===== config.mk =====
export PLATFORM = sky130hd
export DESIGN_NAME = mul16_top
export DESIGN_NICKNAME = d
export VERILOG_FILES = /design/src/rtl/mul16_pkg.sv /design/src/rtl/cla_adder32.sv /design/src/rtl/mul8_array.sv /design/src/rtl/mul16_operand_split.sv /design/src/rtl/mul16_product_combine.sv /design/src/rtl/mul16_wb_regs.sv /design/src/rtl/mul16_top.sv
export SDC_FILE = /design/constraint.sdc
export NUM_CORES = 1
export LEC_CHECK = 0
export ABC_AREA = 1
export CORE_MARGIN = 8
export CORE_UTILIZATION = 48
export DETAILED_ROUTE_END_ITERATION = 10
export DONT_BUFFER_PORTS = 1
export PLACE_DENSITY = 0.7
export SLEW_MARGIN = 15
export SYNTH_ARGS = -nofsm -noshare
export SYNTH_HDL_FRONTEND = slang
export SYNTH_SLANG_ARGS = --single-unit

===== constraint.sdc =====
create_clock -name clk -period 7.38 [get_ports clk]
set_input_delay 0.738 -clock clk [delete_from_list [all_inputs] [get_ports clk]]
set_output_delay 0.738 -clock clk [all_outputs]
set_load 0.02 [all_outputs]

===== src/rtl/mul16_pkg.sv =====
/*
  Shared definitions for the 16x16 multiplier
  Operand and product widths, lane count, CLA group size,
  Wishbone register map and the sequencer state encoding
*/
package mul16_pkg;

  // Operand halves and full widths
  localparam int HALF_W = 8;
  localparam int OP_W   = 16;

  // Product width, also the Wishbone data width
  localparam int PROD_W = 32;

  // Partial-product lanes
  // 0 = lo*lo, 1 = hi a * lo b, 2 = lo a * hi b, 3 = hi*hi
  localparam int LANES = 4;

  // Bits per carry-lookahead group
  localparam int CLA_GRP = 4;

  // Wishbone word address width
  localparam int ADR_W = 2;

  // Register map
  typedef enum logic [ADR_W-1:0] {
    REG_OPERANDS = 2'd0,  // a in 15:0, b in 31:16
    REG_PRODUCT  = 2'd1,
    REG_STATUS   = 2'd2   // state in 1:0
  } wb_reg_e;

  // Multiply sequencer
  typedef enum logic [1:0] {
    ST_IDLE = 2'd0,
    ST_BUSY = 2'd1,
    ST_DONE = 2'd2
  } mul_state_e;

endpackage


===== src/rtl/cla_adder32.sv =====
/*
  32-bit carry-lookahead adder
  Bit propagate and generate, group P and G per 4-bit group,
  second-level lookahead for group carries, then in-group
  lookahead for the sum bits
*/
`timescale 1ns/1ps

module cla_adder32 import mul16_pkg::*; (
  input  logic [PROD_W-1:0] a,
  input  logic [PROD_W-1:0] b,
  output logic [PROD_W-1:0] sum
);

  logic [PROD_W-1:0]           p;
  logic [PROD_W-1:0]           g;
  logic [PROD_W/CLA_GRP-1:0]   grp_p;
  logic [PROD_W/CLA_GRP-1:0]   grp_g;
  logic [PROD_W/CLA_GRP-1:0]   grp_c;

  // Group generate as a flat sum of products
  function automatic logic grp_gen(input logic [CLA_GRP-1:0] pv,
                                   input logic [CLA_GRP-1:0] gv);
    logic gen;
    logic term;
    gen = 1'b0;
    for (int m = 0; m < CLA_GRP; m++) begin
      term = gv[m];
      for (int n = m + 1; n < CLA_GRP; n++) begin
        term = term & pv[n];
      end
      gen = gen | term;
    end
    return gen;
  endfunction

  // Carry into each bit of a group
  function automatic logic [CLA_GRP-1:0] bit_carries(input logic [CLA_GRP-1:0] pv,
                                                     input logic [CLA_GRP-1:0] gv,
                                                     input logic cin);
    logic [CLA_GRP-1:0] cy;
    logic term;
    for (int i = 0; i < CLA_GRP; i++) begin
      cy[i] = cin;
      for (int m = 0; m < i; m++) begin
        cy[i] = cy[i] & pv[m];
      end
      for (int m = 0; m < i; m++) begin
        term = gv[m];
        for (int n = m + 1; n < i; n++) begin
          term = term & pv[n];
        end
        cy[i] = cy[i] | term;
      end
    end
    return cy;
  endfunction

  assign p = a ^ b;
  assign g = a & b;

  // Second level, no carry in
  always_comb begin : p_grp_carry
    logic term;
    grp_c = '0;
    for (int k = 1; k < PROD_W / CLA_GRP; k++) begin
      for (int m = 0; m < k; m++) begin
        term = grp_g[m];
        for (int n = m + 1; n < k; n++) begin
          term = term & grp_p[n];
        end
        grp_c[k] = grp_c[k] | term;
      end
    end
  end

  for (genvar k = 0; k < PROD_W / CLA_GRP; k++) begin : g_grp
    logic [CLA_GRP-1:0] gp;
    logic [CLA_GRP-1:0] gg;
    logic [CLA_GRP-1:0] cy;
    assign gp       = p[k*CLA_GRP +: CLA_GRP];
    assign gg       = g[k*CLA_GRP +: CLA_GRP];
    assign grp_p[k] = &gp;
    assign grp_g[k] = grp_gen(gp, gg);
    assign cy       = bit_carries(gp, gg, grp_c[k]);
    assign sum[k*CLA_GRP +: CLA_GRP] = gp ^ cy;
  end

endmodule


===== src/rtl/mul8_array.sv =====
/*
  Exact 8x8 unsigned carry-save array multiplier
  AND plane, rows of full adders passing sum and carry down,
  a ripple row for the upper half, registered output
*/
`timescale 1ns/1ps

module mul8_array import mul16_pkg::*; (
  input  logic                  clk,
  input  logic [HALF_W-1:0]     a,
  input  logic [HALF_W-1:0]     b,
  output logic [2*HALF_W-1:0]   prod
);

  logic [HALF_W-1:0] pp [HALF_W];
  logic [HALF_W-1:0] s  [HALF_W];
  logic [HALF_W-1:0] c  [HALF_W];
  logic [HALF_W-1:0] lo;
  logic [HALF_W-1:0] hi;
  logic [HALF_W-1:0] r;

  // One AND row per multiplier bit
  for (genvar j = 0; j < HALF_W; j++) begin : g_and
    assign pp[j] = a & {HALF_W{b[j]}};
  end

  assign s[0] = pp[0];
  assign c[0] = '0;

  // Row j, cell i sits at weight i+j
  for (genvar j = 1; j < HALF_W; j++) begin : g_row
    for (genvar i = 0; i < HALF_W; i++) begin : g_cell
      logic s_in;
      if (i == HALF_W - 1) begin : g_edge
        assign s_in = 1'b0;
      end else begin : g_inner
        assign s_in = s[j-1][i+1];
      end
      assign s[j][i] = pp[j][i] ^ s_in ^ c[j-1][i];
      assign c[j][i] = (pp[j][i] & s_in) | (c[j-1][i] & (pp[j][i] ^ s_in));
    end
  end

  // Lower half drops out of the array one bit per row
  for (genvar j = 0; j < HALF_W; j++) begin : g_lo
    assign lo[j] = s[j][0];
  end

  // Final ripple row resolves the remaining sums and carries
  assign r[0] = 1'b0;
  for (genvar k = 0; k < HALF_W - 1; k++) begin : g_ripple
    logic x;
    logic y;
    assign x        = s[HALF_W-1][k+1];
    assign y        = c[HALF_W-1][k];
    assign hi[k]    = x ^ y ^ r[k];
    assign r[k+1]   = (x & y) | (r[k] & (x ^ y));
  end
  // Product fits in 16 bits so the top column cannot carry
  assign hi[HALF_W-1] = c[HALF_W-1][HALF_W-1] ^ r[HALF_W-1];

  always_ff @(posedge clk) begin
    prod <= {hi, lo};
  end

endmodule


===== src/rtl/mul16_operand_split.sv =====
/*
  Operand splitter
  Cuts both 16-bit operands into halves and registers the
  pairs for the four partial-product lanes on start
*/
`timescale 1ns/1ps

module mul16_operand_split import mul16_pkg::*; (
  input  logic                         clk,
  input  logic                         rst,
  input  logic                         start,
  input  logic [OP_W-1:0]              op_a,
  input  logic [OP_W-1:0]              op_b,
  output logic [LANES-1:0][HALF_W-1:0] lane_a,
  output logic [LANES-1:0][HALF_W-1:0] lane_b,
  output logic                         lane_valid
);

  // Lane index bit 0 picks the half of a, bit 1 the half of b
  always_ff @(posedge clk) begin
    if (start) begin
      for (int i = 0; i < LANES; i++) begin
        lane_a[i] <= op_a[(i % 2) * HALF_W +: HALF_W];
        lane_b[i] <= op_b[(i / 2) * HALF_W +: HALF_W];
      end
    end
  end

  always_ff @(posedge clk) begin
    if (rst) begin
      lane_valid <= 1'b0;
    end else begin
      lane_valid <= start;
    end
  end

endmodule


===== src/rtl/mul16_product_combine.sv =====
/*
  Partial product combiner
  Places hi*hi over lo*lo, adds both cross products shifted
  by one half through two CLAs and registers the result
*/
`timescale 1ns/1ps

module mul16_product_combine import mul16_pkg::*; (
  input  logic                           clk,
  input  logic                           rst,
  input  logic                           lane_valid,
  input  logic [LANES-1:0][2*HALF_W-1:0] lane_prod,
  output logic [PROD_W-1:0]              product,
  output logic                           product_valid
);

  logic [PROD_W-1:0] outer_pair;
  logic [PROD_W-1:0] cross_hl;
  logic [PROD_W-1:0] cross_lh;
  logic [PROD_W-1:0] partial_sum;
  logic [PROD_W-1:0] full_sum;
  logic              prod_stage;

  // Outer lanes do not overlap
  assign outer_pair = {lane_prod[LANES-1], lane_prod[0]};
  assign cross_hl   = {{HALF_W{1'b0}}, lane_prod[1], {HALF_W{1'b0}}};
  assign cross_lh   = {{HALF_W{1'b0}}, lane_prod[2], {HALF_W{1'b0}}};

  cla_adder32 u_add_hl (
    .a   (outer_pair),
    .b   (cross_hl),
    .sum (partial_sum)
  );

  cla_adder32 u_add_lh (
    .a   (partial_sum),
    .b   (cross_lh),
    .sum (full_sum)
  );

  // Lane products lag lane_valid by one register
  always_ff @(posedge clk) begin
    if (rst) begin
      prod_stage    <= 1'b0;
      product_valid <= 1'b0;
    end else begin
      prod_stage    <= lane_valid;
      product_valid <= prod_stage;
    end
  end

  always_ff @(posedge clk) begin
    if (prod_stage) begin
      product <= full_sum;
    end
  end

endmodule


===== src/rtl/mul16_wb_regs.sv =====
/*
  Wishbone classic slave for the multiplier
  Holds operand, product and status registers, returns a
  registered one-cycle ack and sequences a single multiply
  at a time through the lane pipeline
*/
`timescale 1ns/1ps

module mul16_wb_regs import mul16_pkg::*; (
  input  logic              clk,
  input  logic              rst,
  input  logic              wb_cyc,
  input  logic              wb_stb,
  input  logic              wb_we,
  input  logic [ADR_W-1:0]  wb_adr,
  input  logic [PROD_W-1:0] wb_dat_w,
  output logic [PROD_W-1:0] wb_dat_r,
  output logic              wb_ack,
  output logic              start,
  output logic [OP_W-1:0]   op_a,
  output logic [OP_W-1:0]   op_b,
  input  logic [PROD_W-1:0] product,
  input  logic              product_valid
);

  mul_state_e        state;
  wb_reg_e           reg_sel;
  logic              req;
  logic              accept;
  logic [PROD_W-1:0] product_q;
  logic [PROD_W-1:0] rd_data;

  // New cycle seen, not yet acknowledged
  assign req     = wb_cyc & wb_stb & ~wb_ack;
  assign reg_sel = wb_reg_e'(wb_adr);

  // Operand write starts a multiply only when the pipeline is free
  assign accept = req & wb_we & (reg_sel == REG_OPERANDS) & (state != ST_BUSY);

  always_comb begin
    case (reg_sel)
      REG_OPERANDS: rd_data = {op_b, op_a};
      REG_PRODUCT:  rd_data = product_q;
      REG_STATUS:   rd_data = {{(PROD_W - 2){1'b0}}, state};
      default:      rd_data = '0;
    endcase
  end

  always_ff @(posedge clk) begin
    if (rst) begin
      wb_ack <= 1'b0;
      start  <= 1'b0;
    end else begin
      wb_ack <= req;
      start  <= accept;
    end
  end

  // Read data lands with the ack
  always_ff @(posedge clk) begin
    if (req) begin
      wb_dat_r <= rd_data;
    end
  end

  always_ff @(posedge clk) begin
    if (accept) begin
      op_a <= wb_dat_w[OP_W-1:0];
      op_b <= wb_dat_w[PROD_W-1:OP_W];
    end
  end

  always_ff @(posedge clk) begin
    if (rst) begin
      state     <= ST_IDLE;
      product_q <= '0;
    end else begin
      if (product_valid) begin
        product_q <= product;
      end
      case (state)
        ST_IDLE, ST_DONE: begin
          if (accept) begin
            state <= ST_BUSY;
          end
        end
        ST_BUSY: begin
          if (product_valid) begin
            state <= ST_DONE;
          end
        end
        default: state <= ST_IDLE;
      endcase
    end
  end

endmodule


===== src/rtl/mul16_top.sv =====
/*
  16x16 unsigned multiplier with Wishbone classic access
  Register slave, operand splitter, four exact 8x8 lanes
  and the CLA-based product combiner
*/
`timescale 1ns/1ps

module mul16_top import mul16_pkg::*; (
  input  logic              clk,
  input  logic              rst,
  input  logic              wb_cyc,
  input  logic              wb_stb,
  input  logic              wb_we,
  input  logic [ADR_W-1:0]  wb_adr,
  input  logic [PROD_W-1:0] wb_dat_w,
  output logic [PROD_W-1:0] wb_dat_r,
  output logic              wb_ack
);

  logic                           start;
  logic [OP_W-1:0]                op_a;
  logic [OP_W-1:0]                op_b;
  logic [LANES-1:0][HALF_W-1:0]   lane_a;
  logic [LANES-1:0][HALF_W-1:0]   lane_b;
  logic                           lane_valid;
  logic [LANES-1:0][2*HALF_W-1:0] lane_prod;
  logic [PROD_W-1:0]              product;
  logic                           product_valid;

  mul16_wb_regs u_regs (
    .clk           (clk),
    .rst           (rst),
    .wb_cyc        (wb_cyc),
    .wb_stb        (wb_stb),
    .wb_we         (wb_we),
    .wb_adr        (wb_adr),
    .wb_dat_w      (wb_dat_w),
    .wb_dat_r      (wb_dat_r),
    .wb_ack        (wb_ack),
    .start         (start),
    .op_a          (op_a),
    .op_b          (op_b),
    .product       (product),
    .product_valid (product_valid)
  );

  mul16_operand_split u_split (
    .clk        (clk),
    .rst        (rst),
    .start      (start),
    .op_a       (op_a),
    .op_b       (op_b),
    .lane_a     (lane_a),
    .lane_b     (lane_b),
    .lane_valid (lane_valid)
  );

  for (genvar i = 0; i < LANES; i++) begin : g_lane
    mul8_array u_mul (
      .clk  (clk),
      .a    (lane_a[i]),
      .b    (lane_b[i]),
      .prod (lane_prod[i])
    );
  end

  mul16_product_combine u_combine (
    .clk           (clk),
    .rst           (rst),
    .lane_valid    (lane_valid),
    .lane_prod     (lane_prod),
    .product       (product),
    .product_valid (product_valid)
  );

endmodule


Yosys cells after proc, flatten, opt, wreduce, memory -nomap -nowiden
Cells that the tools add are included.
{"block": "classes", "n_eq_ne": 7, "reduce_logical": 16, "bitwise_logic": 1430, "muxes": 4}
{"cell": "1-bit AND", "count": 595}
{"cell": "1-bit bitwise XOR", "count": 416}
{"cell": "1-bit bitwise OR", "count": 366}
{"cell": "8-bit AND", "count": 32}
{"cell": "32-bit case mux with 3 select lines", "count": 1}
{"cell": "32-bit by 24-bit bitwise XOR with 32-bit output", "count": 2}
{"cell": "4-bit bitwise XOR", "count": 16}
{"cell": "31-bit by 24-bit AND with 31-bit output", "count": 2}
{"cell": "4-bit AND reduction", "count": 12}
{"cell": "2-bit by 1-bit inequality test with 1-bit output (second input constant)", "count": 3}
{"cell": "2-bit by 1-bit == test with 1-bit output (second input constant)", "count": 2}
{"cell": "2-bit == test (second input constant)", "count": 2}
{"cell": "2-bit logical NOT", "count": 2}
{"cell": "2-bit two-way mux", "count": 2}
{"cell": "2-bit case mux with 2 select lines", "count": 1}
{"cell": "2-bit AND reduction", "count": 1}
{"cell": "2-bit OR reduction", "count": 1}
{"cell": "1-bit inverter", "count": 1}
{"block": "word_totals", "ff_bits": 231, "out_inout_bits": 33, "in_bits": 39}

Logic depth before layout (Yosys ltp)
Gate-level depths: netlist of the first run.
{"block": "logic_depth", "word_depth": 52, "depth_mapped": 25, "mapped_depth_nobuf": 25}

Cells and area by module
A second synthesis of the first run with hierarchy kept.
{"block": "unflattened", "cells_unflattened": 1591, "hier_area_um2": 16440.8}
{"mod": "mul8_array (g_lane[0].u_mul ...)", "cells_each": 204, "seq_area_each_um2": 320.3, "area_per_inst_um2": 1966.9, "instances": 2}
{"mod": "mul16_wb_regs", "cells_each": 341, "seq_area_each_um2": 2642.5, "area_per_inst_um2": 3693.5, "instances": 1}
{"mod": "cla_adder32", "cells_each": 164, "seq_area_each_um2": 0.0, "area_per_inst_um2": 1321.3, "instances": 2}
{"mod": "mul8_array (g_lane[2].u_mul)", "cells_each": 204, "seq_area_each_um2": 320.3, "area_per_inst_um2": 1963.1, "instances": 1}
{"mod": "mul8_array (g_lane[3].u_mul)", "cells_each": 204, "seq_area_each_um2": 320.3, "area_per_inst_um2": 1956.9, "instances": 1}
{"mod": "mul16_operand_split", "cells_each": 67, "seq_area_each_um2": 980.9, "area_per_inst_um2": 1231.2, "instances": 1}
{"mod": "mul16_product_combine", "cells_each": 39, "seq_area_each_um2": 1001.0, "area_per_inst_um2": 1019.7, "instances": 1}

Least setup slack after synthesis of the first run
OpenSTA, ideal clock, no wires.
{"block": "synth_timing", "kind": "register -> register", "start": "reg u_split.lane_b[17] (netlist name)", "end": "reg g_lane[2].u_mul.prod[14]", "stages_incl_launch_ff": 21, "setup_time_ns": 0.131, "period_less_slack_ns": 6.558, "arrival_time_ns": 6.427, "setup_slack_ns": 0.822, "required_ns": 7.249, "path_buffers": 2, "cell_sequence": "edfxtp_1 > clkbuf_1 > buf_2 > nand2_1 > inv_1 > ha_1 > fa_1 > inv_1 > fa_1 > fa_1 > fa_1 > fa_1 > inv_1 > fa_1 > ha_1 > fa_1 > fa_1 > fa_1 > fa_1 > fa_1 > fa_1"}
{"block": "synth_between", "elab_chain_cells": 27, "elab_cells_between_ends": 231, "classes_between": "231 x bitwise"}
{"element": "start: declaration", "line": "mul16_operand_split.sv:15", "source": "output logic [LANES-1:0][HALF_W-1:0] lane_b,"}
{"element": "start signal: indexed assignment", "line": "mul16_operand_split.sv:24", "source": "lane_b[i] <= op_b[(i / 2) * HALF_W +: HALF_W];"}
{"element": "8-bit AND (*)", "line": "mul8_array.sv:24", "source": "assign pp[j] = a & {HALF_W{b[j]}};"}
{"element": "1-bit bitwise XOR", "line": "mul8_array.sv:39", "source": "assign s[j][i] = pp[j][i] ^ s_in ^ c[j-1][i];"}
{"element": "1-bit bitwise XOR (on tied branches)", "line": "mul8_array.sv:40, mul8_array.sv:39"}
{"element": "1-bit AND or 1-bit bitwise XOR (tied branches)", "line": "mul8_array.sv:40, mul8_array.sv:39"}
{"element": "1-bit bitwise OR, or another cell as far along", "line": "mul8_array.sv:40", "source": "assign c[j][i] = (pp[j][i] & s_in) | (c[j-1][i] & (pp[j][i] ^ s_in));"}
{"element": "1-bit AND or 1-bit bitwise XOR (tied branches)", "line": "mul8_array.sv:40, mul8_array.sv:39"}
{"element": "1-bit bitwise OR, or another cell as far along", "line": "mul8_array.sv:40"}
{"element": "1-bit AND or 1-bit bitwise XOR (tied branches)", "line": "mul8_array.sv:40, mul8_array.sv:39"}
{"element": "(+12 left out)"}
{"element": "1-bit AND", "line": "mul8_array.sv:57", "source": "assign r[k+1] = (x & y) | (r[k] & (x ^ y));"}
{"element": "1-bit bitwise OR", "line": "mul8_array.sv:57"}
{"element": "1-bit AND", "line": "mul8_array.sv:57"}
{"element": "1-bit bitwise OR", "line": "mul8_array.sv:57"}
{"element": "1-bit AND", "line": "mul8_array.sv:57"}
{"element": "1-bit bitwise OR", "line": "mul8_array.sv:57"}
{"element": "1-bit bitwise XOR (*)", "line": "mul8_array.sv:56", "source": "assign hi[k] = x ^ y ^ r[k];"}
{"element": "net g_lane[2].u_mul.hi[6]", "line": "mul8_array.sv:19", "source": "logic [HALF_W-1:0] hi;"}
{"element": "end signal: assignment", "line": "mul8_array.sv:63", "source": "prod <= {hi, lo};"}
{"element": "end: declaration", "line": "mul8_array.sv:12", "source": "output logic [2*HALF_W-1:0] prod"}
The timed path passes the listed nets; every way through them passes the cells marked *.
A chain may end at the register's enable or synchronous reset.

==> results_dict.tcl, run 1 <==
set metrics [dict create \
    numCtsBuffers 24 \
    fp.dieW_um 192.1 \
    routedWlPerCell_um 16.72 \
    layout.cells.most_common "nand2_1" \
    setup_viol 0 \
    ctsHtreeMaxLevel 1 \
    synth_warnings 0 \
    synth-seq-area-share 0.3968 \
    p_per_area_nw_per_um2 196.9 \
    cts-root-buf "clkbuf_16" \
    cp_cell_sequence "nand2_1, inv_1, ha_1, inv_1, fa_1, fa_1, fa_1, fa_1, fa_1, inv_1, fa_1, ha_1, fa_1, fa_1, fa_1, fa_1, fa_1, fa_1" \
    die_area_um2 36900 \
    critPathMaxFanout 16 \
    hold_path.class "in -> reg" \
    grt_pass1_wl_um 50400 \
    max-vdd-ir-drop_uv 177.0 \
    cts_tree "built" \
    area_growth_pct 6.246 \
    initial_core_util 0.4866 \
    place_inst 1763 \
    synthesis.nets 1767 \
    drtIter0Drc 557 \
    worstPathRequired_ps 7770 \
    die_h_um 192.1 \
    cts.repair.resized 0 \
    clk_pin_slew_ps 60 \
    period_share 0.9245 \
    syn_inst 1444 \
    synth_compound_area_frac 0.02253 \
    wl_um 30210 \
    fp-row-count 64 \
    diodes 0 \
    end_kind "flip-flop" \
    postLayoutCoreUtil 0.5170 \
    rsz0062_at_grt "false" \
    final_cell_mix "358 x nand2_1, 266 x inv_1, 200 x fa_1" \
    synth_top_family_by_area "adder cells" \
    yosysUniqueCellTypes 30 \
    nNetsFinal 1716 \
    slew-limit-headroom 0.3743 \
    yosys.area_share.simple 0.1322 \
    synth_seq_cells 231 \
    finalHoldViolCount 0 \
    clk_path_buf_depth 3 \
    dr_total_vias 9198 \
    cp_slowest_stage_delay_ps 640 \
    slowest_stage "edfxtp_1" \
    startpoint_type "flip-flop" \
    antenna_left 0 \
    status "finished, final reports clean" \
    synthMuxAreaShare 0 \
    cts_sinks 231 \
    place_hpwl_um 22840 \
    cts_setup_buffers 0 \
    drt-pass1-iter-count 5 \
    critical_path_class "reg -> reg" \
    cpMostUsedCell "fa_1" \
    final-max-slew-violation-count 0 \
    tightest_slew_ps 936.4 \
    syn_avg_cell_area_um2 10.31 \
    fin_setup_tns_ps 0 \
    finClkSkew_ps 9.244 \
    avgViaCountPerCell 5.090 \
    grt_overflow 0 \
    drc 0 \
    num_io_pins 72 \
    insertion_delay_ps 510 \
    grt_pass1_vias 9810 \
    arrival_ps 7210 \
    grt_use_total 0.1724 \
    stdcell_count 1807 \
    drv_cap 0 \
    io_buffers 0 \
    grt_start_max_net_pins 35 \
    max_freq_ghz 0.1466 \
    fin_crit_ps 6822 \
    synthesis.area_um2 14880 \
    p_leak_nw 7.396 \
    synthAdderAreaFrac 0.3396 \
    place_congestion 0.8296 \
    antenna_found_initial 2 \
    core_area_um2 30590 \
    hold_buffers 0 \
    synth-xor-area-share 0.01530 \
    drive_above_1_share 0.04040 \
]
==> cell families (layout without fill, tap and decap cells) <==
kind of cell,count (synthesis),after routing
and+or+nand+nor,489,489
buffers and inverters,353,320
adders and majority gates,284,284
DFF,231,231
AOI/OAI and AO/OA,61,61
xor gates and xnor gates,26,26
==> stage by stage <==
step	setup WS [ps]	hold WS (ps)	total power [mW]	instance area (µm²)
floorplan	822.4	385.5	1.865	14880
global route	194.1	266.8	3.271	15810
finish	557.5	282.4	3.114	15810
detailed placement	530.4	388.7	1.986	15060
global placement	642.6	386.5	1.966	15060
CTS	517.6	267.3	3.144	15810
==> final timing paths <==
kind / start / to / slack (ps) / cells past startpoint
min reg2reg: g_lane[0].u_mul.prod[0] / u_combine.product[0] / 400 / 0
max: u_split.lane_b[17] / g_lane[3].u_mul.prod[14] / 560 / 18
max reg2reg: u_split.lane_b[17] / g_lane[3].u_mul.prod[14] / 560 / 18
min: rst / u_regs.state[1] / 280 / 1
==> routing by layer <==
| layer | routed length (µm) | global-route usage |
|---|---|---|
| met5 | 0 | 0 |
| met4 | 671 | 0.04553 |
| met3 | 1874 | 0.02288 |
| met2 | 14830 | 0.3046 |
| met1 | 12830 | 0.2202 |
==> synthesized netlist by cell type <==
master | count | share of area
a21boi_1 | 1 | 0.00050
a21oi_1 | 17 | 0.0057
a21oi_2 | 2 | 0.0012
buf_2 | 48 | 0.016
buf_6 | 1 | 0.00076
clkbuf_1 | 35 | 0.0088
dfxtp_1 | 103 | 0.14
edfxtp_1 | 128 | 0.26
fa_1 | 200 | 0.27
ha_1 | 84 | 0.071
inv_1 | 266 | 0.067
inv_2 | 3 | 0.00076
nand2_1 | 358 | 0.090
nand2_2 | 4 | 0.0017
nand3_1 | 45 | 0.015
nand3_2 | 2 | 0.0013
nand4_1 | 2 | 0.00084
nand4_2 | 3 | 0.0025
nor2_1 | 70 | 0.018
nor2_2 | 1 | 0.00042
nor2_8 | 1 | 0.0013
nor3_1 | 3 | 0.0010
o21a_1 | 2 | 0.0010
o21ai_0 | 25 | 0.0084
o21ai_1 | 9 | 0.0030
o21bai_1 | 2 | 0.0010
o311ai_1 | 2 | 0.0012
o31ai_1 | 1 | 0.00050
xnor2_1 | 12 | 0.0071
xor2_1 | 14 | 0.0082
==> where the power goes <==
part           leakage (nW)  internal, mW  total [mW]  switching [mW]
logic                  5.00         0.201       0.486           0.285
registers              2.03          1.43        1.47          0.0370
clock network         0.370         0.669        1.16           0.492
total                  7.40          2.30        3.11           0.813
==> state kept, by name, summed over array words and instances, names as in the netlist, 2 cells and up <==
name	cells
u_combine.product	32
u_split.lane_b	16
u_regs.wb_dat_r	32
u_regs.product_q	32
u_regs.op_b	16
g_lane.u_mul.prod	64
u_split.lane_a	16
u_regs.state	2
u_regs.op_a	16
==> area by class of cell <==
| cell class | count | area (µm²) |
|---|---|---|
| timing repair buffer | 7 | 52.55 |
| tap | 396 | 495.5 |
| multi-input combinational | 860 | 7594 |
| fill | 2602 | 14780 |
| clock buffer | 34 | 668.1 |
| sequential | 231 | 5906 |
| inverter | 269 | 1010 |
| clock inverter | 10 | 88.84 |
==> critical path: cells and delay by family, from the launching register on <==
kind          cells  cell delay [ps]
fa+ha+maj        14             5740
buf+inv           3              160
flops             1              640
simple gates      1              160
(Power assumes the default switching activity.)
==> run 2, diff against run 1 <==
--- a/config.mk
+++ b/config.mk
@@ -6,11 +6,11 @@
 export NUM_CORES = 1
 export LEC_CHECK = 0
 export ABC_AREA = 1
-export CORE_MARGIN = 8
-export CORE_UTILIZATION = 48
+export CORE_MARGIN = 5
+export CORE_UTILIZATION = 30
 export DETAILED_ROUTE_END_ITERATION = 10
 export DONT_BUFFER_PORTS = 1
-export PLACE_DENSITY = 0.7
+export PLACE_DENSITY = 0.51
 export SLEW_MARGIN = 15
 export SYNTH_ARGS = -nofsm -noshare
 export SYNTH_HDL_FRONTEND = slang
==> run 2 against run 1 <==
  * Global-route usage fell by 5.0 points
  * Clock skew rose by 15 ps
  * Core utilization fell by 18 points
  * Fmax fell by 0.41%
  * Cell count rose by 15%
  * Non-clock buffer count rose by 6
  * Wire length rose by 5.9%
  * Sequential share of layout area fell by 1.2 points
  * Critical path depth did not move
  * Critical endpoint is now g_lane[2].u_mul.prod[14]
  * Largest power group unchanged
  * Highest routed layer is now met5
==> results_dict.tcl, run 2 (synthesis results as in run 1) <==
set metrics [dict create \
    arrival_ps 7270 \
    busiest_layer "met2" \
    cts_sinks 231 \
    placed_area_um2 15440 \
    p_per_area_nw_per_um2 200.4 \
    place_inst 2037 \
    status "finished, final reports clean" \
    whs_ps 256.7 \
    end_kind "flip-flop" \
    grt_pass1_wl_um 52290 \
    antenna_left 0 \
    place_hpwl_um 24190 \
    nNetsFinal 1724 \
    critPathTopFamily "adder cells" \
    grt_pass1_vias 9529 \
    crit_start "u_split.lane_b[17]" \
    drtIter0Drc 368 \
    dr_total_vias 8998 \
    cts.repair.resized 0 \
    finalHoldViolCount 0 \
    hold_path.class "in -> reg" \
    cts-root-buf "clkbuf_16" \
    use_met2 0.2004 \
    largest_reg_flops 64 \
    avgViaCountPerCell 4.316 \
    area_growth_pct 9.642 \
    slew-limit-headroom 0.3194 \
    die_area_um2 54170 \
    r2r_end "g_lane[2].u_mul.prod[14]" \
    period_share 0.9283 \
    max_freq_ghz 0.1460 \
    fp-row-count 81 \
    drc 0 \
    grt_start_max_net_pins 35 \
    critical_path_class "reg -> reg" \
    initial_core_util 0.3034 \
    num_io_pins 72 \
    drt-pass1-iter-count 4 \
    stdcell_area_um2 16320 \
    use_met3 0.01952 \
    final-max-slew-violation-count 0 \
    timing.rr.start "u_split.lane_b[17]" \
    p_leak_nw 7.495 \
    fp.dieW_um 232.7 \
    cp_slowest_stage_delay_ps 790 \
    critPathMaxFanout 16 \
    worstPathRequired_ps 7800 \
    ctsHtreeMaxLevel 1 \
    final_cell_mix "358 x nand2_1, 266 x inv_1, 200 x fa_1" \
    clk_path_buf_depth 3 \
    grt_overflow 0 \
    clk_pin_slew_ps 60 \
    cp_num_cells 18 \
    cp_cell_sequence "nand2_1, inv_1, ha_1, inv_1, fa_1, fa_1, fa_1, fa_1, fa_1, inv_1, fa_1, ha_1, fa_1, fa_1, fa_1, fa_1, fa_1, fa_1" \
    hold_buffers 0 \
    antenna_found_initial 4 \
    tightest_slew_ps 1019 \
    place_congestion 0.7796 \
    max-vdd-ir-drop_uv 131.5 \
    cpMostUsedCell "fa_1" \
    insertion_delay_ps 550 \
    drive_above_1_share 0.05278 \
    routedWlPerCell_um 15.35 \
    diodes 0 \
    rsz0062_at_grt "false" \
    grt_use_total 0.1225 \
    finClkSkew_ps 24.17 \
    layout.cells.most_common "nand2_1" \
    fin_setup_tns_ps 0 \
    grt_util_met1 0.1697 \
    setup_viol 0 \
    core_area_um2 49050 \
    cp_num_buf_inv 3 \
    die_h_um 232.7 \
    reg2reg_depth 18 \
    r2r_slack_ps 530 \
    regMostFlops "g_lane.u_mul.prod" \
    numCtsBuffers 26 \
    crit_end "g_lane[2].u_mul.prod[14]" \
    stdcell_count 2085 \
    cts_setup_buffers 0 \
    startpoint_type "flip-flop" \
    wl_um 32000 \
    io_buffers 0 \
    fin_crit_ps 6851 \
    totalPowerFinal_mw 3.271 \
    hold_start "rst" \
    cts_tree "built" \
    slowest_stage "edfxtp_1" \
    drv_cap 0 \
]
run 2: cell types whose count changed in the layout (fill, tap and decap cells not counted), sizes merged:
cell      change
clkbuf        -6
bufinv        +2
inv           +1
clkinvlp      +1
clkinv        +6
buf           +6
run 2: metal layers:
layer / vias up / share of wire / routed length [µm]
li1: 4262 / - / -
met1: 4529 / 0.47 / 14930
met2: 151 / 0.46 / 14700
met3: 54 / 0.048 / 1546
met4: 2 / 0.025 / 806
met5: - / 0.00041 / 13
run 2: power by group:
part / switching [mW] / total (mW) / internal, mW
clock: 0.539 / 1.32 / 0.777
sequential: 0.0380 / 1.47 / 1.43
combinational: 0.285 / 0.487 / 0.201
run 2: final cells by class:
| cell class | instances | area (µm²) |
|---|---|---|
| clock buffer | 28 | 679.4 |
| tap | 664 | 830.8 |
| timing repair buffer | 13 | 97.59 |
| inverter | 269 | 1010 |
| fill | 5047 | 32730 |
| sequential | 231 | 5906 |
| multi-input combinational | 860 | 7594 |
| clock inverter | 20 | 202.7 |
run 2: through the flow:
step | utilization | setup slack (ps)
5_1_grt | 0.3327 | 236.6
4_1_cts | 0.3327 | 494.6
3_5_place_dp | 0.3147 | 499.2
2_1_floorplan | - | 822.4
3_3_place_gp | 0.3147 | 609.9
6_report | 0.3327 | 529.5
run 2: worst register-to-register path: cells and delay by family (launching register included):
kind | cells | cell delay, ps
buf+inv | 3 | 210
simple gates | 1 | 120
fa+ha+maj | 14 | 5600
flops | 1 | 790
run 2: worst min-delay path by stage:
stage	to	cells after the start	slack (ps)
4_1_cts	u_combine.prod_stage	1	230
5_1_grt	u_combine.prod_stage	1	230
6_report	u_regs.state[1]	1	260
3_3_place_gp	u_combine.product[3]	0	390
2_1_floorplan	u_combine.product[0]	0	390
3_5_place_dp	u_combine.product[4]	0	390
